### src/hdl/island_pkg.sv
// Island window at address 0 with two 256-word banks and one control page and every other address errors
package island_pkg;

  // --------------------
  // Widths
  // --------------------
  localparam int unsigned AddrWidth    = 32;
  localparam int unsigned DataWidth    = 32;
  localparam int unsigned StrbWidth    = DataWidth / 8;
  localparam int unsigned BankNumWords = 256;
  localparam int unsigned BankIdxWidth = $clog2(BankNumWords);

  // --------------------
  // Address map
  // --------------------
  localparam logic [AddrWidth-1:0] PeriphOffset = 32'h0020_0000;
  localparam logic [AddrWidth-1:0] SocCtrlSize  = 32'h0000_1000;
  localparam int unsigned          CtrlIdxWidth = $clog2(SocCtrlSize) - 2;

  // Region codes as seen in address bits [22:21]
  localparam logic [1:0] MemRegion    = 2'd0;
  localparam logic [1:0] PeriphRegion = PeriphOffset[22:21];

  localparam logic [DataWidth-1:0] ErrorRdata    = 32'hBADC_AB1E;
  localparam logic [DataWidth-1:0] BootAddrReset = 32'h0000_0000;

  // Byte offsets inside the control page
  localparam logic [CtrlIdxWidth+1:0] RegFetchEn  = 12'h000;
  localparam logic [CtrlIdxWidth+1:0] RegBootAddr = 12'h004;

  typedef enum logic [1:0] {
    Default   = 2'd0,
    Jtag      = 2'd1,
    Preloaded = 2'd2
  } bootmode_e;

  // Same address word, split for the banks or for the control page
  typedef union packed {
    struct packed {
      logic [8:0]              tag;
      logic [1:0]              region;
      logic [9:0]              gap;
      logic                    bank;
      logic [BankIdxWidth-1:0] word_idx;
      logic [1:0]              byte_off;
    } mem;
    struct packed {
      logic [8:0]              tag;
      logic [1:0]              region;
      logic [8:0]              page;
      logic [CtrlIdxWidth-1:0] reg_idx;
      logic [1:0]              byte_off;
    } periph;
  } island_addr_u;

endpackage

### src/hdl/island_apb_port.sv
// APB completer for one outstanding transfer that always inserts one wait state
module island_apb_port import island_pkg::*; (
  input  logic                 clk_i,
  input  logic                 rst_ni,

  // APB completer side
  input  logic                 psel_i,
  input  logic                 penable_i,
  input  logic                 pwrite_i,
  input  logic [AddrWidth-1:0] paddr_i,
  input  logic [DataWidth-1:0] pwdata_i,
  input  logic [StrbWidth-1:0] pstrb_i,
  output logic [DataWidth-1:0] prdata_o,
  output logic                 pready_o,
  output logic                 pslverr_o,

  // Memory-style request side
  output logic                 req_o,
  output logic                 we_o,
  output logic [StrbWidth-1:0] be_o,
  output logic [AddrWidth-1:0] addr_o,
  output logic [DataWidth-1:0] wdata_o,
  input  logic                 rvalid_i,
  input  logic [DataWidth-1:0] rdata_i,
  input  logic                 err_i
);

  logic access;
  logic pending_q;

  assign access = psel_i & penable_i;

  // One request on entry to the access phase
  assign req_o   = access & ~pending_q;
  assign we_o    = pwrite_i;
  assign addr_o  = paddr_i;
  assign wdata_o = pwdata_i;
  // Reads fetch the full word
  assign be_o    = pwrite_i ? pstrb_i : '1;

  always_ff @(posedge clk_i or negedge rst_ni) begin
    if (!rst_ni) begin
      pending_q <= 1'b0;
    end else if (req_o) begin
      pending_q <= 1'b1;
    end else if (rvalid_i) begin
      pending_q <= 1'b0;
    end
  end

  // --------------------
  // APB response
  // --------------------
  assign pready_o  = rvalid_i;
  assign pslverr_o = rvalid_i & err_i;

  always_comb begin
    prdata_o = '0;
    if (rvalid_i && !pwrite_i) begin
      prdata_o = rdata_i;
    end
  end

endmodule

### config.mk
export PLATFORM = sky130hd
export DESIGN_NAME = island_apb_port
export DESIGN_NICKNAME = d
export VERILOG_FILES = /design/src/hdl/island_pkg.sv /design/src/hdl/island_apb_port.sv
export SDC_FILE = /design/constraint.sdc
export NUM_CORES = 1
export LEC_CHECK = 0
export BUFFER_PORTS_ARGS = -buffer_cell sky130_fd_sc_hd__buf_2
export CELL_PAD_IN_SITES_DETAIL_PLACEMENT = 1
export CELL_PAD_IN_SITES_GLOBAL_PLACEMENT = 1
export CORE_MARGIN = 2
export CORE_UTILIZATION = 11
export DETAILED_ROUTE_END_ITERATION = 16
export PLACE_DENSITY_LB_ADDON = 0.1
export RECOVER_POWER = 50
export REMOVE_ABC_BUFFERS = 1
export SLEW_MARGIN = 15
export SYNTH_ARGS = -nofsm -noshare
export SYNTH_HDL_FRONTEND = slang
export SYNTH_SLANG_ARGS = --single-unit
### constraint.sdc
create_clock -name clk_i -period 0.84 [get_ports clk_i]
set_input_delay 0.126 -clock clk_i [delete_from_list [all_inputs] [get_ports clk_i]]
set_output_delay 0.126 -clock clk_i [all_outputs]
set_load 0.05 [all_outputs]
==> flow_summary_export.csv <==
group,metric,value,unit
routing,finalWirelength,6.04,mm
finish,num-fill-cells,916,
floorplan,ios,211,
routing,vias,789,
sta,fin_crit_sh,119,%
grt,grtUsageTotal,12.7,%
synth,synth_seq_cells,1,
worst_setup_path,critPathLaunchType,"input port",
floorplan,die_area,0.00844,mm²
hold_path,worstHoldPathCells,0,
floorplan,initial_core_util,11.2,%
pwr,peakVddDrop,102,µV
place,place_area,908,µm²
finish,reg.largest.list,"pending_q: 1 flops",
finish,layout_common_cells,"buf_2 (41), buf_6 (32), and2_2 (17), and2_1 (9), buf_8 (9)",
floorplan,coreArea,0.00761,mm²
synth,ys_types,10,
pwr,power,0.804,mW
hold_path,hold_start,"pwdata_i[11]",
run_status,violations,"setup timing",
place,gp_congestion,0.714,
job,max-cap-violations,0,
synth,synth.avg_cell_area,7.65,µm²
hold_path,min_path_type,"in2out",
synth,netlist_area,850,µm²
worst_setup_path,crit_path_top_delay_cell,"buf_12",
hold_path,min_to,"wdata_o[11]",
sta,worst_slew_pin_slew,0.253,ns
run_status,outcome,"complete, but fails checks",
grt,grt_pass1_wl,7.29,mm
synth,syn_inst,111,
pwr,p_per_area,651,mW/mm²
synth,ys_seq_area_share,2.95,%
grt,grt_max_degree,27,
sta,max_freq,1000,MHz
worst_setup_path,end_kind,"output port",
finish,areaGrowthSynthToFinish,45.4,%
routing,drtIter0Drc,16,
sta,max_slew_margin,83.3,%
worst_setup_path,cp.arrival,0.87,ns
synth,ys_warn_count,0,
sta,whs,0.252,ns
sta,fin_setup_tns,-4.42,ns
grt,gr-total-overflow,0,
finish,final_cells,234,
sta,min_period,0.997,ns
worst_setup_path,r2r-start,"pending_q$_DFFE_PN0P_",
grt,grt_pass1_vias,806,
grt,antenna_found_initial,0,
place,port_buffers,82,
worst_setup_path,path_cells,"buf_8, nor2b_4, buf_12, and2_1, buf_6",
floorplan,row_count,32,
routing,drt-pass1-iter-count,3,
worst_setup_path,worst_path_largest_cell_delay,0.16,ns
clock_tree,clock_latency,0,ns
worst_setup_path,critPathBufInv,3,
sta,clock_skew,0,ns
finish,layout_commonest_cell,"buf_2",
finish,regMostFlops,"pending_q",
sta,rsz0062_at_grt,"yes",
worst_setup_path,critical_path_class,"in2out",
pwr,leakage,0.626,nW
worst_setup_path,reg2reg_slack,0.12,ns
worst_setup_path,critical-path-top-delay-family,"buffers and inverters",
worst_setup_path,cp.required,0.71,ns
finish,final_area,0.00123,mm²
worst_setup_path,r2r_end,"pending_q$_DFFE_PN0P_",
routing,ant_nets,0,
finish,seqCellArea,25.0,µm²
floorplan,dieWidth,91.9,µm
worst_setup_path,crit_path_max_fanout,26,
routing,vias_per_cell,3.37,
routing,wl_per_cell,25.8,µm
finish,largest_register_ffs,1,
finish,diodes,0,
sta,setup_violations,37,
sta,hold_viol_final,0,
worst_setup_path,r2r_cells,2,
place,dp_hpwl,5.47,mm
finish,nets,241,
sta,slew_violations,0,
sta,setup_ws,-0.157,ns
finish,multi_input_area,307,µm²
routing,drc,0,
finish,drive_gt1_share,86.4,%
floorplan,die_y,91.9,µm
place,place_inst,231,
==> stage by stage <==
step | utilization, % | setup slack, ns
after CTS | 15.7 | -0.169
after global placement | 11.9 | -0.234
after global routing | 16.2 | -0.212
after floorplan | - | -0.321
after detailed placement | 11.9 | -0.263
final | 16.2 | -0.157
==> layout make-up <==
| type | count | share of cell area, % |
|---|---|---|
| timing repair buffer | 90 | 62.8 |
| multi-input combinational | 41 | 24.8 |
| tap | 102 | 10.3 |
| sequential | 1 | 2.03 |
==> power breakdown <==
group	total [mW]	leakage, nW	internal, mW	switching, mW
Sequential	0.0564	0.0125	0.0539	0.00250
Combinational	0.747	0.613	0.330	0.418
Clock	0	0	0	0
==> how the worst max path moves through the flow <==
stage / end / from / cells past startpoint / slack (ns)
4_1_cts: prdata_o[9] / pwrite_i / 5 / -0.17
3_5_place_dp: prdata_o[9] / pwrite_i / 5 / -0.26
3_3_place_gp: prdata_o[9] / pwrite_i / 5 / -0.23
2_1_floorplan: req_o / pending_q$_DFFE_PN0P_ / 1 / -0.32
5_1_grt: prdata_o[9] / pwrite_i / 5 / -0.21
6_report: prdata_o[9] / pwrite_i / 5 / -0.16
==> cell usage after synthesis, drive strengths merged <==
cell | n | area share (%)
nand2 | 1 | 0.44
buf | 69 | 62
mux2i | 1 | 1.2
nor2 | 1 | 0.44
dfrtp | 1 | 2.9
or2b | 4 | 3.5
nor2b | 1 | 1.6
and2 | 33 | 28
==> timing repair <==
item / 4_1_cts / 5_1_grt
pin swaps: 6 / 1
setup endpoints to repair: 38 / 37
gates resized for setup: 89 / 9
hold buffers: 1 / 0
hold endpoints to repair: 1 / 0
setup buffers: 0 / 2
==> kinds of logic (layout without fill, tap and decap cells) <==
| family | after synthesis | in the layout | share of synthesized area, % |
|---|---|---|---|
| flip-flops | 1 | 1 | 2.95 |
| buffers and inverters | 69 | 90 | 62.3 |
| AND/OR/NAND/NOR | 40 | 40 | 33.6 |
| multiplexers | 1 | 1 | 1.18 |
==> metal layers <==
layer	track usage [%]	vias to the layer above	routed length [µm]
met5	0	-	0
met1	9.79	336	1480
met2	23.8	142	3090
met3	11.5	4	1360
met4	1.87	0	111
li1	-	307	-
(Power assumes the default switching activity.)
