===== src/hdl/island_pkg.sv =====
// Island window at address 0 with two 256-word banks and one control page and every other address errors
package island_pkg;

  // --------------------
  // Widths
  // --------------------
  localparam int unsigned AddrWidth    = 32;
  localparam int unsigned DataWidth    = 32;
  localparam int unsigned StrbWidth    = DataWidth / 8;
  localparam int unsigned BankNumWords = 256;
  localparam int unsigned BankIdxWidth = $clog2(BankNumWords);

  // --------------------
  // Address map
  // --------------------
  localparam logic [AddrWidth-1:0] PeriphOffset = 32'h0020_0000;
  localparam logic [AddrWidth-1:0] SocCtrlSize  = 32'h0000_1000;
  localparam int unsigned          CtrlIdxWidth = $clog2(SocCtrlSize) - 2;

  // Region codes as seen in address bits [22:21]
  localparam logic [1:0] MemRegion    = 2'd0;
  localparam logic [1:0] PeriphRegion = PeriphOffset[22:21];

  localparam logic [DataWidth-1:0] ErrorRdata    = 32'hBADC_AB1E;
  localparam logic [DataWidth-1:0] BootAddrReset = 32'h0000_0000;

  // Byte offsets inside the control page
  localparam logic [CtrlIdxWidth+1:0] RegFetchEn  = 12'h000;
  localparam logic [CtrlIdxWidth+1:0] RegBootAddr = 12'h004;

  typedef enum logic [1:0] {
    Default   = 2'd0,
    Jtag      = 2'd1,
    Preloaded = 2'd2
  } bootmode_e;

  // Same address word, split for the banks or for the control page
  typedef union packed {
    struct packed {
      logic [8:0]              tag;
      logic [1:0]              region;
      logic [9:0]              gap;
      logic                    bank;
      logic [BankIdxWidth-1:0] word_idx;
      logic [1:0]              byte_off;
    } mem;
    struct packed {
      logic [8:0]              tag;
      logic [1:0]              region;
      logic [8:0]              page;
      logic [CtrlIdxWidth-1:0] reg_idx;
      logic [1:0]              byte_off;
    } periph;
  } island_addr_u;

endpackage


===== src/hdl/island_router.sv =====
// Single requester decoder with a fixed one-cycle response and no stall path
module island_router import island_pkg::*; (
  input  logic                         clk_i,
  input  logic                         rst_ni,

  // From the APB port
  input  logic                         req_i,
  input  logic                         we_i,
  input  logic [StrbWidth-1:0]         be_i,
  input  logic [AddrWidth-1:0]         addr_i,
  input  logic [DataWidth-1:0]         wdata_i,
  output logic                         rvalid_o,
  output logic [DataWidth-1:0]         rdata_o,
  output logic                         err_o,

  // To the SRAM banks
  output logic [1:0]                   bank_req_o,
  output logic                         bank_we_o,
  output logic [StrbWidth-1:0]         bank_be_o,
  output logic [BankIdxWidth-1:0]      bank_idx_o,
  output logic [DataWidth-1:0]         bank_wdata_o,
  input  logic [1:0][DataWidth-1:0]    bank_rdata_i,

  // To the control registers
  output logic                         ctrl_req_o,
  output logic                         ctrl_we_o,
  output logic [StrbWidth-1:0]         ctrl_be_o,
  output logic [CtrlIdxWidth-1:0]      ctrl_idx_o,
  output logic [DataWidth-1:0]         ctrl_wdata_o,
  input  logic [DataWidth-1:0]         ctrl_rdata_i
);

  island_addr_u addr;
  logic         in_window;
  logic         mem_hit;
  logic [1:0]   sel_bank;
  logic         sel_ctrl;
  logic         sel_err;

  logic [1:0]           bank_q;
  logic                 ctrl_q;
  logic                 err_q;
  logic                 rvalid_q;
  logic [DataWidth-1:0] ctrl_rdata_q;

  // --------------------
  // Address decode
  // --------------------
  assign addr      = addr_i;
  assign in_window = (addr.mem.tag == '0);
  assign mem_hit   = in_window && (addr.mem.region == MemRegion) && (addr.mem.gap == '0);
  assign sel_bank  = {mem_hit & addr.mem.bank, mem_hit & ~addr.mem.bank};
  assign sel_ctrl  = in_window && (addr.periph.region == PeriphRegion) &&
                     (addr.periph.page == '0);
  // Everything else falls to the error responder, writes there are dropped
  assign sel_err   = ~mem_hit & ~sel_ctrl;

  assign bank_req_o   = {2{req_i}} & sel_bank;
  assign bank_we_o    = we_i;
  assign bank_be_o    = be_i;
  assign bank_idx_o   = addr.mem.word_idx;
  assign bank_wdata_o = wdata_i;

  assign ctrl_req_o   = req_i & sel_ctrl;
  assign ctrl_we_o    = we_i;
  assign ctrl_be_o    = be_i;
  assign ctrl_idx_o   = addr.periph.reg_idx;
  assign ctrl_wdata_o = wdata_i;

  // --------------------
  // Response stage
  // --------------------
  always_ff @(posedge clk_i or negedge rst_ni) begin
    if (!rst_ni) begin
      rvalid_q <= 1'b0;
      bank_q   <= '0;
      ctrl_q   <= 1'b0;
      err_q    <= 1'b0;
    end else begin
      rvalid_q <= req_i;
      bank_q   <= bank_req_o;
      ctrl_q   <= ctrl_req_o;
      err_q    <= req_i & sel_err;
    end
  end

  // Control block answers combinationally
  always_ff @(posedge clk_i) begin
    if (ctrl_req_o) begin
      ctrl_rdata_q <= ctrl_rdata_i;
    end
  end

  always_comb begin
    rdata_o = '0;
    if (err_q) begin
      rdata_o = ErrorRdata;
    end else if (ctrl_q) begin
      rdata_o = ctrl_rdata_q;
    end else if (bank_q[0]) begin
      rdata_o = bank_rdata_i[0];
    end else if (bank_q[1]) begin
      rdata_o = bank_rdata_i[1];
    end
  end

  assign rvalid_o = rvalid_q;
  assign err_o    = err_q;

endmodule


===== config.mk =====
export PLATFORM = sky130hd
export DESIGN_NAME = island_router
export DESIGN_NICKNAME = d
export VERILOG_FILES = /design/src/hdl/island_pkg.sv /design/src/hdl/island_router.sv
export SDC_FILE = /design/constraint.sdc
export NUM_CORES = 1
export LEC_CHECK = 0
export ABC_AREA = 1
export BUFFER_PORTS_ARGS = -buffer_cell sky130_fd_sc_hd__buf_4
export CAP_MARGIN = 20
export CORE_AREA = 10 10 114 116
export DETAILED_ROUTE_END_ITERATION = 8
export DIE_AREA = 0 0 124 126
export PLACE_DENSITY = 0.66
export SETUP_SLACK_MARGIN = 0.1
export SLEW_MARGIN = 20
export SYNTH_ARGS = -nofsm -noshare
export SYNTH_HDL_FRONTEND = slang
export SYNTH_SLANG_ARGS = --single-unit

===== constraint.sdc =====
create_clock -name clk_i -period 4.4 [get_ports clk_i]
set_clock_uncertainty 0.2 [all_clocks]
set_input_delay 1.1 -clock clk_i [delete_from_list [all_inputs] [get_ports clk_i]]
set_output_delay 1.1 -clock clk_i [all_outputs]
set_load 0.01 [all_outputs]

==> metrics list <==
- Run status: completed
- Global routing used 11.56% of the available tracks across all layers.
- Netlist area before placement: 2650 um2
- Maximum cell stage delay along the critical path: 220 ps
* Final cycle utilization of the critical path: 76.79%
- For this run, the top clock speed supported by timing is 0.2960 GHz.
- Worst setup path category: primary input to output port
- The initial antenna violation count came to 0.
- Final weighted congestion of routability-driven global placement: 0.7850
- For this run, the number of Yosys warnings is 0.
- Count of flip-flops with a built-in enable after synthesis: 32
* Global-route wire length before repair: 13910 um
- Total of max-cap violations: 0
* Distinct cells, synth: 21
- Startpoint type of the worst setup path: primary input
* Area leader, netlist: sky130_fd_sc_hd__edfxtp_1
* Setup repair after global routing missed its margin: no
- Cells resized by post-CTS repair: 0
- Total via count in the routed design: 2205
- Number of rows in the core area: 38
- The number of max-slew violations in the final report came to 0.
* Setup slack of the critical path after layout: 1021 ps
- Synth Area per Inst: 9.045 um2
- For this design, the slowest cell found on the critical path is sky130_fd_sc_hd__or2_1.
* Async set or reset register ratio after synthesis: 13.51%
* Pin count of the biggest net entering global routing: 34
- Pre-CTS worst setup slack: 1015 ps
* GRT Max-Usage Layer: met2
- Cell types with the largest area share after synthesis: sky130_fd_sc_hd__edfxtp_1 (36%), sky130_fd_sc_hd__buf_4 (26%), sky130_fd_sc_hd__a21oi_1 (8.5%)
* Cell-by-cell trace of the critical path: buf_4 -> or2_1 -> nor2_2 -> nand2_1 -> nor3b_4 -> buf_4
- The number of nets handed over by synthesis was 461.
- For this run, the detailed router's first-pass iteration total came to 4.
- Count of mapped cells out of synthesis: 293
* I/O pin cnt: 297
* Die extent in x: 124 um
- Most common library cell in the layout ignoring fill and taps: sky130_fd_sc_hd__buf_4
- Data arrival time of the critical path: 2080 ps
- The core region is 10700 um2.
- Met1 capacity usage during global routing: 10.16%
* Sink Count: 37
- After clock tree synthesis, the flow added hold-fix buffers numbering 0.
- Slew Limit Headroom: 49.34%
- Die height: 126 um
* Endpoints failing setup: 0
- The min-delay analysis places its worst path in the category primary input to asynchronous set/reset pin.
- Data on the critical path is required at its endpoint by 3100 ps.
- # fillers: 1101
* Most used cells in the layout excluding fill and tap cells: sky130_fd_sc_hd__buf_4 (163), sky130_fd_sc_hd__a21oi_1 (45), sky130_fd_sc_hd__edfxtp_1 (32)
- Buffers inserted during clock tree synthesis total 5.
* Sequential share of the synthesized area: 40.98%
* Count of input and output buffers: 159
- The H-tree generated during clock tree synthesis spans 2 levels.
* Met3 Resource Use GR: 6.345%
- Of all nets on the critical path, the largest fanout is 3.
- Initial DRC count: 62
- Number of global-route vias before repair: 2428
- Routed length per instance: 20.33 um
- Power spread over the standard cell area amounts to 238.3 nW/um2.
- Summed over its instances, the top area cell type makes up 36.26% of the synthesized netlist area.
* Growth of design area from synthesis to finish: 26.86%
* Overall routed net length: 10070 um
- Post-detailed-route via-to-cell ratio: 4.455
- Largest buffer count on any clock path: 2
- After synthesis the netlist holds a flip-flop and latch count of 37.
* Crit-path most repeated cell: sky130_fd_sc_hd__buf_4
- The placed instances occupy a cell area of 3252 um2.
* Type of destination of the critical path: output port
- Share of layout cells above drive strength 1: 49.01%
- After clock tree synthesis, the clock-pin slew on the worst setup and hold paths is 70 ps.
- The final count of hold timing violations is 0.
- In the synthesized netlist the dominant register cell turns out to be sky130_fd_sc_hd__edfxtp_1.
- The finished cells cover 3362 um2.
* Initial Utilization: 24.77%
* Met2 Usage GRT: 21.36%
- For the pin with the worst max-slew slack, the measured transition is 759.9 ps.
- Worst VDD drop: 0.0001397 V
* Clock tree from TritonCTS: yes
* Die footprint: 15620 um2
- For this run, the post-layout net count is 522.
* Final worst path period need: 3379 ps
* Smallest hold slack: 406.3 ps
* Detailed Place HPWL: 8410 um
- Leftover overflow at the end of global routing: 0
- The detail route stage leaves a number of antenna-violating nets equal to 0.
- Aggregate negative setup slack: 0 ps
- The number of antenna diodes in the final layout is 0.
* LEAKAGE: 1.405 nW
* Post CTS Setup Buffer Count: 0
- Residual DRC count: 0
- In this run the clock root is driven by a sky130_fd_sc_hd__clkbuf_8.
-- per-layer routing --
metal | vias up | routed length [um]
met1 | 970 | 3102
met2 | 175 | 5279
met3 | 23 | 1420
met4 | 0 | 263
met5 | - | 0
li1 | 1037 | -
-- cell families after synthesis --
kind of cell | synth area share, %
DFF | 40.98
buffers and inverters | 31.77
AOI/OAI and AO/OA | 19.92
and+or+nand+nor | 7.319
-- worst max-delay path: cells and delay by family --
family / cells / cell delay (ps)
buffers and inverters: 2 / 280
AND/OR/NAND/NOR: 4 / 710
-- worst paths after layout --
kind,start,to,slack [ps],cells after the start
worst max-delay path,addr_i[12],ctrl_req_o,1020,6
min in group clk_i,req_i,rvalid_o,750,1
worst min-delay path,rst_ni,ctrl_q,410,1
max in group asynchronous,rst_ni,ctrl_q,3480,1
-- flip-flops by register name, indices dropped and copies added, names as in the netlist --
name,cells
bank_q,2
rvalid_o,1
ctrl_q,1
err_o,1
ctrl_rdata_q,32
-- cell type report --
type	instances	area [um2]	area share (%)
clock buffer	5	68.82	2.047
clock inverter	3	41.29	1.228
inverter	10	37.54	1.116
multi-input combinational	137	728.2	21.66
sequential	37	1087	32.34
tap	140	175.2	5.210
timing repair buffer	163	1224	36.40
-- Yosys cell counts, types with 4 or more instances --
cell type / number
sky130_fd_sc_hd__buf_4: 93
sky130_fd_sc_hd__a21oi_1: 45
sky130_fd_sc_hd__edfxtp_1: 32
sky130_fd_sc_hd__a22oi_1: 19
sky130_fd_sc_hd__nand2_1: 18
sky130_fd_sc_hd__o21ai_1: 17
sky130_fd_sc_hd__o21ai_0: 15
sky130_fd_sc_hd__nor2_1: 13
sky130_fd_sc_hd__inv_1: 10
sky130_fd_sc_hd__buf_2: 6
sky130_fd_sc_hd__buf_6: 5
sky130_fd_sc_hd__dfrtp_1: 5
sky130_fd_sc_hd__clkbuf_1: 4
sky130_fd_sc_hd__nand3_1: 4
-- power breakdown --
group          switching [W]  internal, W  total [W]  leakage (nW)
clock               0.000123     0.000167   0.000290        0.0518
combinational      0.0000427    0.0000869   0.000130          1.00
sequential       0.000000209     0.000382   0.000382         0.351
-- through the flow --
| step | total power (W) | util (%) | std cells |
|---|---|---|---|
| 5_1_grt | 0.0008354 | 31.43 | 495 |
| 3_3_place_gp | 0.0005189 | 30.40 | 487 |
| 3_5_place_dp | 0.0005211 | 30.40 | 487 |
| 6_report | 0.0008010 | 31.43 | 495 |
| 2_1_floorplan | 0.0004999 | - | 293 |
| 4_1_cts | 0.0008120 | 31.43 | 495 |
Note: power is estimated with default switching activity, not from simulation.
