`src/hdl/island_pkg.sv`:
```
// Island window at address 0 with two 256-word banks and one control page and every other address errors
package island_pkg;

  // --------------------
  // Widths
  // --------------------
  localparam int unsigned AddrWidth    = 32;
  localparam int unsigned DataWidth    = 32;
  localparam int unsigned StrbWidth    = DataWidth / 8;
  localparam int unsigned BankNumWords = 256;
  localparam int unsigned BankIdxWidth = $clog2(BankNumWords);

  // --------------------
  // Address map
  // --------------------
  localparam logic [AddrWidth-1:0] PeriphOffset = 32'h0020_0000;
  localparam logic [AddrWidth-1:0] SocCtrlSize  = 32'h0000_1000;
  localparam int unsigned          CtrlIdxWidth = $clog2(SocCtrlSize) - 2;

  // Region codes as seen in address bits [22:21]
  localparam logic [1:0] MemRegion    = 2'd0;
  localparam logic [1:0] PeriphRegion = PeriphOffset[22:21];

  localparam logic [DataWidth-1:0] ErrorRdata    = 32'hBADC_AB1E;
  localparam logic [DataWidth-1:0] BootAddrReset = 32'h0000_0000;

  // Byte offsets inside the control page
  localparam logic [CtrlIdxWidth+1:0] RegFetchEn  = 12'h000;
  localparam logic [CtrlIdxWidth+1:0] RegBootAddr = 12'h004;

  typedef enum logic [1:0] {
    Default   = 2'd0,
    Jtag      = 2'd1,
    Preloaded = 2'd2
  } bootmode_e;

  // Same address word, split for the banks or for the control page
  typedef union packed {
    struct packed {
      logic [8:0]              tag;
      logic [1:0]              region;
      logic [9:0]              gap;
      logic                    bank;
      logic [BankIdxWidth-1:0] word_idx;
      logic [1:0]              byte_off;
    } mem;
    struct packed {
      logic [8:0]              tag;
      logic [1:0]              region;
      logic [8:0]              page;
      logic [CtrlIdxWidth-1:0] reg_idx;
      logic [1:0]              byte_off;
    } periph;
  } island_addr_u;

endpackage

```
`src/hdl/island_soc_ctrl.sv`:
```
// Two registers in one page and unmapped indices read as zero without an error
module island_soc_ctrl import island_pkg::*; (
  input  logic                    clk_i,
  input  logic                    rst_ni,
  input  logic                    req_i,
  input  logic                    we_i,
  input  logic [StrbWidth-1:0]    be_i,
  input  logic [CtrlIdxWidth-1:0] idx_i,
  input  logic [DataWidth-1:0]    wdata_i,
  output logic [DataWidth-1:0]    rdata_o,

  input  bootmode_e               bootmode_i,
  output logic                    fetch_enable_o,
  output logic [DataWidth-1:0]    boot_addr_o
);

  logic                 fetch_en_q;
  logic [DataWidth-1:0] boot_addr_q;
  logic                 hit_fetch_en;
  logic                 hit_boot_addr;

  assign hit_fetch_en  = (idx_i == RegFetchEn[CtrlIdxWidth+1:2]);
  assign hit_boot_addr = (idx_i == RegBootAddr[CtrlIdxWidth+1:2]);

  // --------------------
  // Register writes
  // --------------------
  always_ff @(posedge clk_i or negedge rst_ni) begin
    if (!rst_ni) begin
      fetch_en_q  <= 1'b0;
      boot_addr_q <= BootAddrReset;
    end else if (req_i && we_i) begin
      if (hit_fetch_en && be_i[0]) begin
        fetch_en_q <= wdata_i[0];
      end
      if (hit_boot_addr) begin
        for (int b = 0; b < StrbWidth; b++) begin
          if (be_i[b]) begin
            boot_addr_q[8*b +: 8] <= wdata_i[8*b +: 8];
          end
        end
      end
    end
  end

  // --------------------
  // Readback
  // --------------------
  always_comb begin
    rdata_o = '0;
    if (hit_fetch_en) begin
      rdata_o[0] = fetch_en_q;
    end else if (hit_boot_addr) begin
      rdata_o = boot_addr_q;
    end
  end

  // JTAG boot lets the debugger start the core regardless of software
  assign fetch_enable_o = fetch_en_q | (bootmode_i == Jtag);
  assign boot_addr_o    = boot_addr_q;

endmodule

```
`config.mk`:
```
export PLATFORM = sky130hd
export DESIGN_NAME = island_soc_ctrl
export DESIGN_NICKNAME = d
export VERILOG_FILES = /design/src/hdl/island_pkg.sv /design/src/hdl/island_soc_ctrl.sv
export SDC_FILE = /design/constraint.sdc
export NUM_CORES = 1
export LEC_CHECK = 0
export ABC_AREA = 1
export BUFFER_PORTS_ARGS = -buffer_cell sky130_fd_sc_hd__buf_4
export CAP_MARGIN = 20
export CELL_PAD_IN_SITES_DETAIL_PLACEMENT = 1
export CELL_PAD_IN_SITES_GLOBAL_PLACEMENT = 2
export CORE_UTILIZATION = 22
export CTS_CLUSTER_DIAMETER = 80
export DETAILED_ROUTE_END_ITERATION = 7
export PLACE_DENSITY_LB_ADDON = 0.1
export SLEW_MARGIN = 20
export SYNTH_ARGS = -nofsm -noshare
export SYNTH_HDL_FRONTEND = slang
export SYNTH_SLANG_ARGS = --single-unit
```
`constraint.sdc`:
```
create_clock -name clk_i -period 1.1 [get_ports clk_i]
set_input_delay 0.11 -clock clk_i [delete_from_list [all_inputs] [get_ports clk_i]]
set_output_delay 0.11 -clock clk_i [all_outputs]
set_load 0.02 [all_outputs]
```
==> results of run 1 <==
-- per-stage QoR --
step | power (uW) | setup TNS (ns) | setup slack, ns
floorplan | 1326 | -2.294 | -0.07648
global placement | 1514 | -7.898 | -0.1665
detailed placement | 1519 | -8.306 | -0.1816
CTS | 2750 | -1.616 | -0.06851
global route | 2858 | -3.083 | -0.1377
finish | 2729 | -1.111 | -0.07730
-- cells in the mapped netlist, drive strengths merged --
cell and n:
inv 71, nor2 42, nand2 39, dfrtp 33
o21ai 33, buf 7, nand3 7, nand4 1
-- path summary, 6_finish.rpt --
check | from | endpoint | slack [ns] | cells past startpoint
setup reg to reg | fetch_en_q | fetch_en_q | 0.32 | 5
max in group asynchronous | rst_ni | boot_addr_o[6] | 0.46 | 2
hold reg to reg | boot_addr_o[5] | boot_addr_o[5] | 0.51 | 2
min in group asynchronous | rst_ni | boot_addr_o[26] | 0.32 | 2
setup / recovery | idx_i[3] | rdata_o[18] | -0.08 | 8
hold / removal | wdata_i[15] | boot_addr_o[15] | 0.07 | 3
-- placed cells by master, fill, tap and decap left out, types with 2 or more instances in the layout --
cell type	instances
nand2_4	2
nand3_1	3
clkbuf_16	3
buf_4	86
nor2_4	35
nor2_1	6
inv_1	70
nand3_4	7
buf_6	40
dfrtp_1	33
clkbuf_8	6
nand2_1	28
buf_12	4
o21ai_2	33
nand2_2	8
-- cells by family (layout without fill, tap and decap cells) --
group | after synthesis | count (layout) | share of synthesized area [%]
AND/OR/NAND/NOR | 89 | 92 | 23.81
AO/OA/AOI/OAI | 33 | 33 | 15.12
flip-flops | 33 | 33 | 43.77
buffers and inverters | 78 | 213 | 17.31
-- worst min-delay path: cells and delay by family --
family	cells	cell delay, ns
buffers and inverters	2	0.16
AOI/OAI and AO/OA	1	0.05
-- per-layer routing --
metal	track usage (%)	vias up
met2	20.14	65
met5	0	-
met1	14.85	910
met3	3.704	5
met4	3.788	0
li1	-	951
-- sequential cells by signal, indices dropped and copies added (netlist names) --
register / cells
fetch_en_q: 1
boot_addr_o: 32
-- report_power, final --
group / leakage [uW] / switching, uW / total, uW / internal [uW]
Clock: 0.0000585 / 456 / 1190 / 739
Combinational: 0.00123 / 149 / 311 / 162
Sequential: 0.000456 / 4.62 / 1220 / 1220
Total: 0.00174 / 609 / 2730 / 2120
-- what timing repair did --
item,in CTS,in global routing
resized for setup,22,94
pin swaps,1,10
setup buffers,3,5
hold endpoints to repair,33,0
setup endpoints to repair,33,45
gates cloned,0,7
hold buffers,1,0
-- final cells by class --
class / instances / area (um^2)
fillers: 953 / 4589
well taps: 105 / 131.4
repair buffers: 134 / 1261
multi-input cells: 125 / 1067
clock inverters: 1 / 30.03
flip-flops and latches: 33 / 825.8
clock buffers: 7 / 86.33
inverters: 71 / 266.5
==> results.md, run 1 <==
| Result | Reported |
| --- | --- |
| Status | complete, but fails checks |
| Violations in the final reports | negative setup slack |
| Maximum fanout along the worst path | 6 |
| Fmax | 849.4 MHz |
| Average cell area after synthesis | 8.098 um^2 |
| DR pass1 iterations | 4 |
| Routed length on met2 | 3171 um |
| Clock buffer count from CTS | 5 |
| Number of standard cells after synthesis | 233 |
| Dominant cell type by count on the critical path | nor2_4 |
| Average vias per placed instance | 4.057 |
| Initial antenna violation count | 0 |
| Starting Density | 22.85% |
| Max-Slew Margin vs Limit | 69.73% |
| Library cell with the largest summed area after synthesis | dfrtp_1 |
| Max Transition Viols Final | 0 |
| Metal3 WL | 363 um |
| Highest Signal Layer | met4 |
| Part of the cycle the worst path needs | 107.0% |
| Largest delay contributor family on the critical path | simple AND/OR/NAND/NOR gates |
| Share of post-route cells with drive strength above 1 | 61.46% |
| I/O pin count | 117 |
| Synth Cell Area | 1887 um^2 |
| Layout Cells excl Fill | 476 |
| Overflow left after global routing | 0 |
| Routed WL per cell | 13.04 um |
| Critical-path cell list | buf_4, nor2_4, nand2_4, nor2_8, nand2_8, clkbuf_16, nor2_4, buf_6 |
| Total nets after synthesis | 285 |
| Insertion delay to the later sink of the worst-skew pair | 0.28 ns |
| Total global-route track usage | 12.09% |
| H-tree depth reported by CTS | 2 |
| Die height | 94.61 um |
| Number of distinct library cells after synthesis | 15 |
| Vias after detailed routing | 1,931 |
| Wl on met1 | 2608 um |
| Worst setup SP type | input port |
| RD Place Congestion | 0.6616 |
| Final core utilization | 44.42% |
| Die ar. | 8951 um^2 |
| Final HPWL from detailed placement | 3906 um |
| CTS tree | yes |
| Start-to-end type of the worst setup path | in -> out |
| Critical Path End Type | output pin |
| Total DRC errors in the routed layout | 0 |
| Sequential area share after synthesis | 43.77% |
| Clock Path Buffers | 2 |
| Number of buffer and inverter stages on the critical path | 3 |
| Cell types with the largest area share after synthesis | dfrtp_1 44%, o21ai_2 15%, inv_1 14% |
| MaxCap Viol Count | 0 |
| Largest net degree at the start of global routing | 34 |
| Clock-pin slew on the worst setup and hold paths | 0.07 ns |
| Synth warn | 0 |
| Slew @ Worst Pin | 0.4541 ns |
| Post-route setup slack | -0.07730 ns |
| Crit path largest cell delay | 0.20 ns |
| Worst endpoint data arrival time | 1.07 ns |
| Worst hold-check slack | 0.07063 ns |
| IO buf count | 116 |
| Cells after DPL | 452 |
| Diodes inserted | 0 |
| Total non-filler cell area in the finished layout | 3669 um^2 |
| Register bit count reported by yosys | 33 |
| DRC marker count from the first detailed-route iteration | 19 |
| Tmin final | 1.177 ns |
| Pwr per Cell Area | 743.8 nW/um^2 |
| Number of clock sinks seen by CTS | 33 |
| # setup viols final | 32 |
| Area fraction of the dominant cell type after synthesis | 43.77% |
| Maximum resistive drop on vdd | 0.4246 mV |
| CP max-delay cell | clkbuf_16 |
| Required @ worst endpoint | 0.99 ns |
| # nets final | 422 |
| Unrepaired setup endpoints after global routing | true |
| Via count of the first global-routing pass | 1,746 |
| Number of routed nets with antenna violations | 0 |
| Core Footprint | 8258 um^2 |
| Die width | 94.61 um |
| Number of placement rows | 33 |
| Aggregate routed wire length | 6206 um |
| Area growth from synthesis to layout | 94.43% |
| Skew final | 0 ns |
| Pleak | 0.001743 uW |
| Final Hold Fails | 0 |
| First-pass GRT wire length | 8418 um |
| Root Buffer | clkbuf_8 |
| Worst hold-check path type | in -> reg |
| Dpl cell area | 2904 um^2 |
(Power assumes the default switching activity.)
==> run 2, diff against run 1 <==
==> constraint.sdc (replaced) <==
create_clock -name clk_i -period 1.1 [get_ports clk_i]
set_input_delay 0.055 -clock clk_i [delete_from_list [all_inputs] [get_ports clk_i]]
set_output_delay 0.055 -clock clk_i [all_outputs]
set_load 0.02 [all_outputs]
==> run 2 against run 1 <==
  * The run now ends clean
  * Sequential power about the same
  * Core utilization down 5.3 points
  * Clock-buffer cell count unchanged
  * Worst setup slack better by 0.11 ns
  * Sequential cell count unchanged
  * Clock power down 21%
  * First-iteration DRC count up 47%
  * Hold slack worse by 0.053 ns
  * Die area unchanged
  * Critical path type unchanged
  * Critical endpoint is now rdata_o[12]
==> results.md, run 2 (synthesis results as in run 1) <==
| Result | Reported |
| --- | --- |
| Area of the multi-input gates | 825.8 um^2 |
| Number of filler instances in the final layout | 997 |
| Worst endpoint data arrival time | 1.02 ns |
| Die ar. | 8951 um^2 |
| Number of placement rows | 33 |
| Clock buffer count from CTS | 5 |
| Part of the cycle the worst path needs | 97.46% |
| Number of routed nets with antenna violations | 0 |
| Core Footprint | 8258 um^2 |
| PnR Total Power | 2441 uW |
| Initial antenna violation count | 0 |
| First-pass GRT wire length | 8362 um |
| Total DRC errors in the routed layout | 0 |
| Fmax | 932.8 MHz |
| I/O pin count | 117 |
| Clock Path Buffers | 2 |
| Via count of the first global-routing pass | 1,728 |
| DRC marker count from the first detailed-route iteration | 28 |
| Aggregate routed wire length | 5500 um |
| Insertion delay to the later sink of the worst-skew pair | 0.28 ns |
| IO buf count | 116 |
| Leading cell types in the layout, fill and taps excluded | 123 x buf_4, 70 x inv_1, 33 x dfrtp_1 |
| DR pass1 iterations | 4 |
| Tmin final | 1.072 ns |
| Critical Path End Type | output pin |
| CTS tree | yes |
| Vias after detailed routing | 1,840 |
| Number of clock sinks seen by CTS | 33 |
| Pleak | 0.001667 uW |
| Worst hold-check path type | in -> reg |
| # setup viols final | 0 |
| # nets final | 418 |
| Area growth from synthesis to layout | 71.02% |
| Final HPWL from detailed placement | 3876 um |
| Worst setup SP type | input port |
| Final Hold Fails | 0 |
| Pwr per Cell Area | 756.4 nW/um^2 |
| Max FFs per register | 32 |
| Maximum resistive drop on vdd | 0.3850 mV |
| Slew @ Worst Pin | 0.4508 ns |
| Layout Cells excl Fill | 471 |
| RD Place Congestion | 0.6534 |
| Maximum fanout along the worst path | 6 |
| Unrepaired setup endpoints after global routing | true |
| MaxCap Viol Count | 0 |
| Routed WL per cell | 11.68 um |
| Starting Density | 22.85% |
| Worst setup timing slack at the placement stage | -0.1801 ns |
| Largest net degree at the start of global routing | 34 |
| Clock-pin slew on the worst setup and hold paths | 0.07 ns |
| Root Buffer | clkbuf_8 |
| Share of post-route cells with drive strength above 1 | 57.38% |
| Skew final | 0 ns |
| Overflow left after global routing | 0 |
| Die height | 94.61 um |
| Max Transition Viols Final | 0 |
| H-tree depth reported by CTS | 2 |
| Diodes inserted | 0 |
| Leading cell type in the layout, fill and taps excluded | buf_4 |
| Status | complete, no violations |
| Required @ worst endpoint | 1.04 ns |
| Start-to-end type of the worst setup path | in -> out |
| Die width | 94.61 um |
| Post-route setup slack | 0.02793 ns |
| Max-Slew Margin vs Limit | 69.95% |
| Cells after DPL | 452 |
| Total global-route track usage | 12.25% |
| Area taken by flip-flops and latches | 825.8 um^2 |
| Average vias per placed instance | 3.907 |
-- run 2: where the power goes --
| part | switching [uW] | internal (uW) | total (uW) | leakage [uW] |
|---|---|---|---|---|
| logic | 129 | 153 | 283 | 0.00117 |
| registers | 4.54 | 1220 | 1220 | 0.000456 |
| clock network | 439 | 497 | 935 | 0.0000443 |
| total | 572 | 1870 | 2440 | 0.00167 |
-- run 2: layer usage --
layer / global-route usage [%] / wire length [um]
met1: 15.02 / 2260
met2: 20.08 / 2789
met3: 4.267 / 404
met4: 3.788 / 46
met5: 0 / 0
-- run 2: critical path, cell delays in order --
cell and delay, ns:
buf_4 0.12, nor2_4 0.11, nand2_4 0.07, nor2_8 0.14
nand2_8 0.10, clkbuf_16 0.19, nor2_1 0.08, buf_4 0.14
-- run 2: repair_timing --
item / CTS / global route
cloned: 1 / 1
endpoints found under the hold margin: 33 / 0
hold buffers: 1 / 0
setup endpoints to repair: 31 / 32
resized for setup: 5 / 29
pin swaps: 2 / 2
buffers inserted: 1 / 8
-- run 2: metrics by stage --
step	util [%]	cell area [um^2]	hold slack (ns)	TNS, ns
after floorplan	-	1887	-0.2406	0
after global placement	35.17	2904	0.04369	-5.571
after detailed placement	35.17	2904	0.04779	-6.436
after CTS	36.91	3048	0.008257	0
after global routing	39.08	3227	0.003745	-0.2147
final	39.08	3227	0.01792	0
-- run 2: path summary, 6_finish.rpt --
path,startpoint,to,slack (ns),cells after the start
max,idx_i[5],rdata_o[12],0.03,8
min,wdata_i[5],boot_addr_o[5],0.02,3
max reg2reg,boot_addr_o[4],boot_addr_o[4],0.33,3
min reg2reg,boot_addr_o[5],boot_addr_o[5],0.51,2
max in group asynchronous,rst_ni,boot_addr_o[16],0.52,2
min in group asynchronous,rst_ni,boot_addr_o[29],0.26,2
-- run 2: final cells by class --
class / count / area share [%]
clock buffer: 7 / 2.675
multi-input combinational: 122 / 25.59
timing repair buffer: 133 / 33.81
inverter: 71 / 8.259
sequential: 33 / 25.59
tap: 105 / 4.071
==> run 3, diff against run 2 <==
--- a/config.mk
+++ b/config.mk
@@ -8,12 +8,10 @@
 export ABC_AREA = 1
 export BUFFER_PORTS_ARGS = -buffer_cell sky130_fd_sc_hd__buf_4
 export CAP_MARGIN = 20
-export CELL_PAD_IN_SITES_DETAIL_PLACEMENT = 1
-export CELL_PAD_IN_SITES_GLOBAL_PLACEMENT = 2
-export CORE_UTILIZATION = 22
+export CORE_UTILIZATION = 43
 export CTS_CLUSTER_DIAMETER = 80
 export DETAILED_ROUTE_END_ITERATION = 7
-export PLACE_DENSITY_LB_ADDON = 0.1
+export PLACE_DENSITY = 0.8
 export SLEW_MARGIN = 20
 export SYNTH_ARGS = -nofsm -noshare
 export SYNTH_HDL_FRONTEND = slang
==> run 3 against run 2 <==
  * Highest routed layer unchanged
  * Combinational power is 3% lower
  * Hold slack better by 0.0066 ns
  * Clock skew stayed put
  * Register-to-register slack better by 0.09 ns
  * Sequential share of layout area is 2.2 points higher
  * Via count is 3.3% lower
  * Worst setup slack better by 0.032 ns
  * Largest cell class unchanged
  * Wire length is 21% lower
  * Power is 4.2% lower
==> results.md, run 3 (synthesis results as in run 1) <==
| Result | Reported |
| --- | --- |
| Status | complete, no violations |
| Layout Cells excl Fill | 410 |
| Startpoint of the lowest-slack register-to-register path | fetch_en_q |
| Tmin final | 1.040 ns |
| Crit path largest cell delay | 0.41 ns |
| Pwr per Cell Area | 785.3 nW/um^2 |
| IO buf count | 116 |
| Unrepaired setup endpoints after global routing | true |
| Flop2flop setup slack | 0.42 ns |
| Max FFs per register | 32 |
| Die height | 68.24 um |
| Routed WL per cell | 10.58 um |
| Leading cell type in the layout, fill and taps excluded | buf_4 |
| Total DRC errors in the routed layout | 0 |
| Max Transition Viols Final | 0 |
| Maximum resistive drop on vdd | 0.7275 mV |
| Core Footprint | 4115 um^2 |
| Share of post-route cells with drive strength above 1 | 52.50% |
| Start-to-end type of the worst setup path | reg -> out |
| Slew @ Worst Pin | 0.4116 ns |
| Number of filler instances in the final layout | 317 |
| Overflow left after global routing | 0 |
| Starting Density | 45.85% |
| Fmax | 961.5 MHz |
| Largest net degree at the start of global routing | 34 |
| PnR Total Power | 2337 uW |
| Depth of the worst register-to-register path | 4 |
| Die width | 68.24 um |
| H-tree depth reported by CTS | 2 |
| Critical Path End Type | output pin |
| First-pass GRT wire length | 6534 um |
| CTS tree | yes |
| Skew final | 0 ns |
| Critical-path cell list | nand3_1, nand2_1, buf_4 |
| Aggregate routed wire length | 4339 um |
| Diodes inserted | 0 |
| Required @ worst endpoint | 1.04 ns |
| Worst endpoint data arrival time | 0.99 ns |
| Leading cell types in the layout, fill and taps excluded | 120 x buf_4, 71 x inv_1, 33 x dfrtp_1 |
| Clock buffer count from CTS | 5 |
| # setup viols final | 0 |
| Clock-pin slew on the worst setup and hold paths | 0.06 ns |
| Final core utilization | 72.33% |
| Number of clock sinks seen by CTS | 33 |
| Cells after DPL | 396 |
| Total global-route track usage | 19.00% |
| Worst reg2reg path endpoint | fetch_en_q |
| Hold_sp | wdata_i[23] |
| Part of the cycle the worst path needs | 94.55% |
| Clock Path Buffers | 2 |
| DR pass1 iterations | 4 |
| Number of buffer and inverter stages on the critical path | 1 |
| Number of routed nets with antenna violations | 0 |
| Worst hold-check slack | 0.02449 ns |
| Insertion delay to the later sink of the worst-skew pair | 0.27 ns |
| Worst setup SP type | flip-flop |
| RD Place Congestion | 0.7077 |
| Final Hold Fails | 0 |
| Root Buffer | clkbuf_8 |
| Via count of the first global-routing pass | 1,552 |
| Die ar. | 4657 um^2 |
| DRC marker count from the first detailed-route iteration | 65 |
| # nets final | 411 |
| Vias after detailed routing | 1,779 |
| Initial antenna violation count | 0 |
| End of the worst hold path | boot_addr_o[23] |
| CP max-delay cell | dfrtp_1 |
| Max-Slew Margin vs Limit | 72.56% |
| Final HPWL from detailed placement | 3320 um |
| Area growth from synthesis to layout | 57.76% |
| Maximum fanout along the worst path | 3 |
| Worst hold path cell count | 3 |
| Number of placement rows | 23 |
| Worst hold-check path type | in -> reg |
| I/O pin count | 117 |
| MaxCap Viol Count | 0 |
| Average vias per placed instance | 4.339 |
| Pleak | 0.001603 uW |
| Largest delay contributor family on the critical path | flip-flops |
-- run 3: how the worst max path moves through the flow --
| stage | slack [ns] | start | depth (start not counted) | to |
|---|---|---|---|---|
| floorplan | 0.03 | idx_i[3] | 6 | rdata_o[10] |
| global placement | -0.09 | idx_i[3] | 8 | rdata_o[1] |
| finish | 0.06 | boot_addr_o[0] | 3 | rdata_o[0] |
| detailed placement | -0.12 | idx_i[3] | 8 | rdata_o[3] |
| CTS | 0.005 | idx_i[3] | 8 | rdata_o[3] |
| global route | -0.01 | boot_addr_o[3] | 3 | rdata_o[3] |
-- run 3: area by class of cell --
class / instances / area, um^2 / share of cell area (%)
multi-input combinational: 122 / 762.0 / 25.60
clock buffer: 8 / 80.08 / 2.690
inverter: 71 / 266.5 / 8.953
tap: 50 / 62.56 / 2.102
timing repair buffer: 126 / 979.7 / 32.91
sequential: 33 / 825.8 / 27.74
-- run 3: report_power, final --
group	total, uW	switching, uW	internal [uW]	leakage (uW)
sequential	1220	4.51	1220	0.000456
clock	839	390	449	0.0000395
combinational	275	122	153	0.00111
-- run 3: metrics by stage --
step	setup WS, ns	TNS [ns]	cell area (um^2)
global placement	-0.08962	-4.451	2790
finish	0.05994	0	2977
detailed placement	-0.1160	-5.426	2790
global route	-0.01150	-0.01224	2977
floorplan	0.03352	0	1887
CTS	0.004849	0	2898
-- run 3: worst reg2reg max path, delay by kind of cell, from the launching register on --
family | cells | cell delay [ns]
DFF | 1 | 0.37
buffers and inverters | 2 | 0.10
and+or+nand+nor | 2 | 0.10
-- run 3: timing repair --
item / in CTS / in global routing
hold buffers: 1 / 0
endpoints found under the hold margin: 33 / 0
endpoints found under the setup margin: 31 / 32
resized for setup: 1 / 17
pin swaps: 1 / 3
buffers inserted: 2 / 3
-- run 3: routing by layer --
layer  part of all wire, %  GRT usage, %  vias up
li1                      -             -      922
met1                    38         21.11      784
met2                    52         33.95       67
met3                   8.6         5.500        6
met4                   1.3         7.031        0
met5                     0             0        -
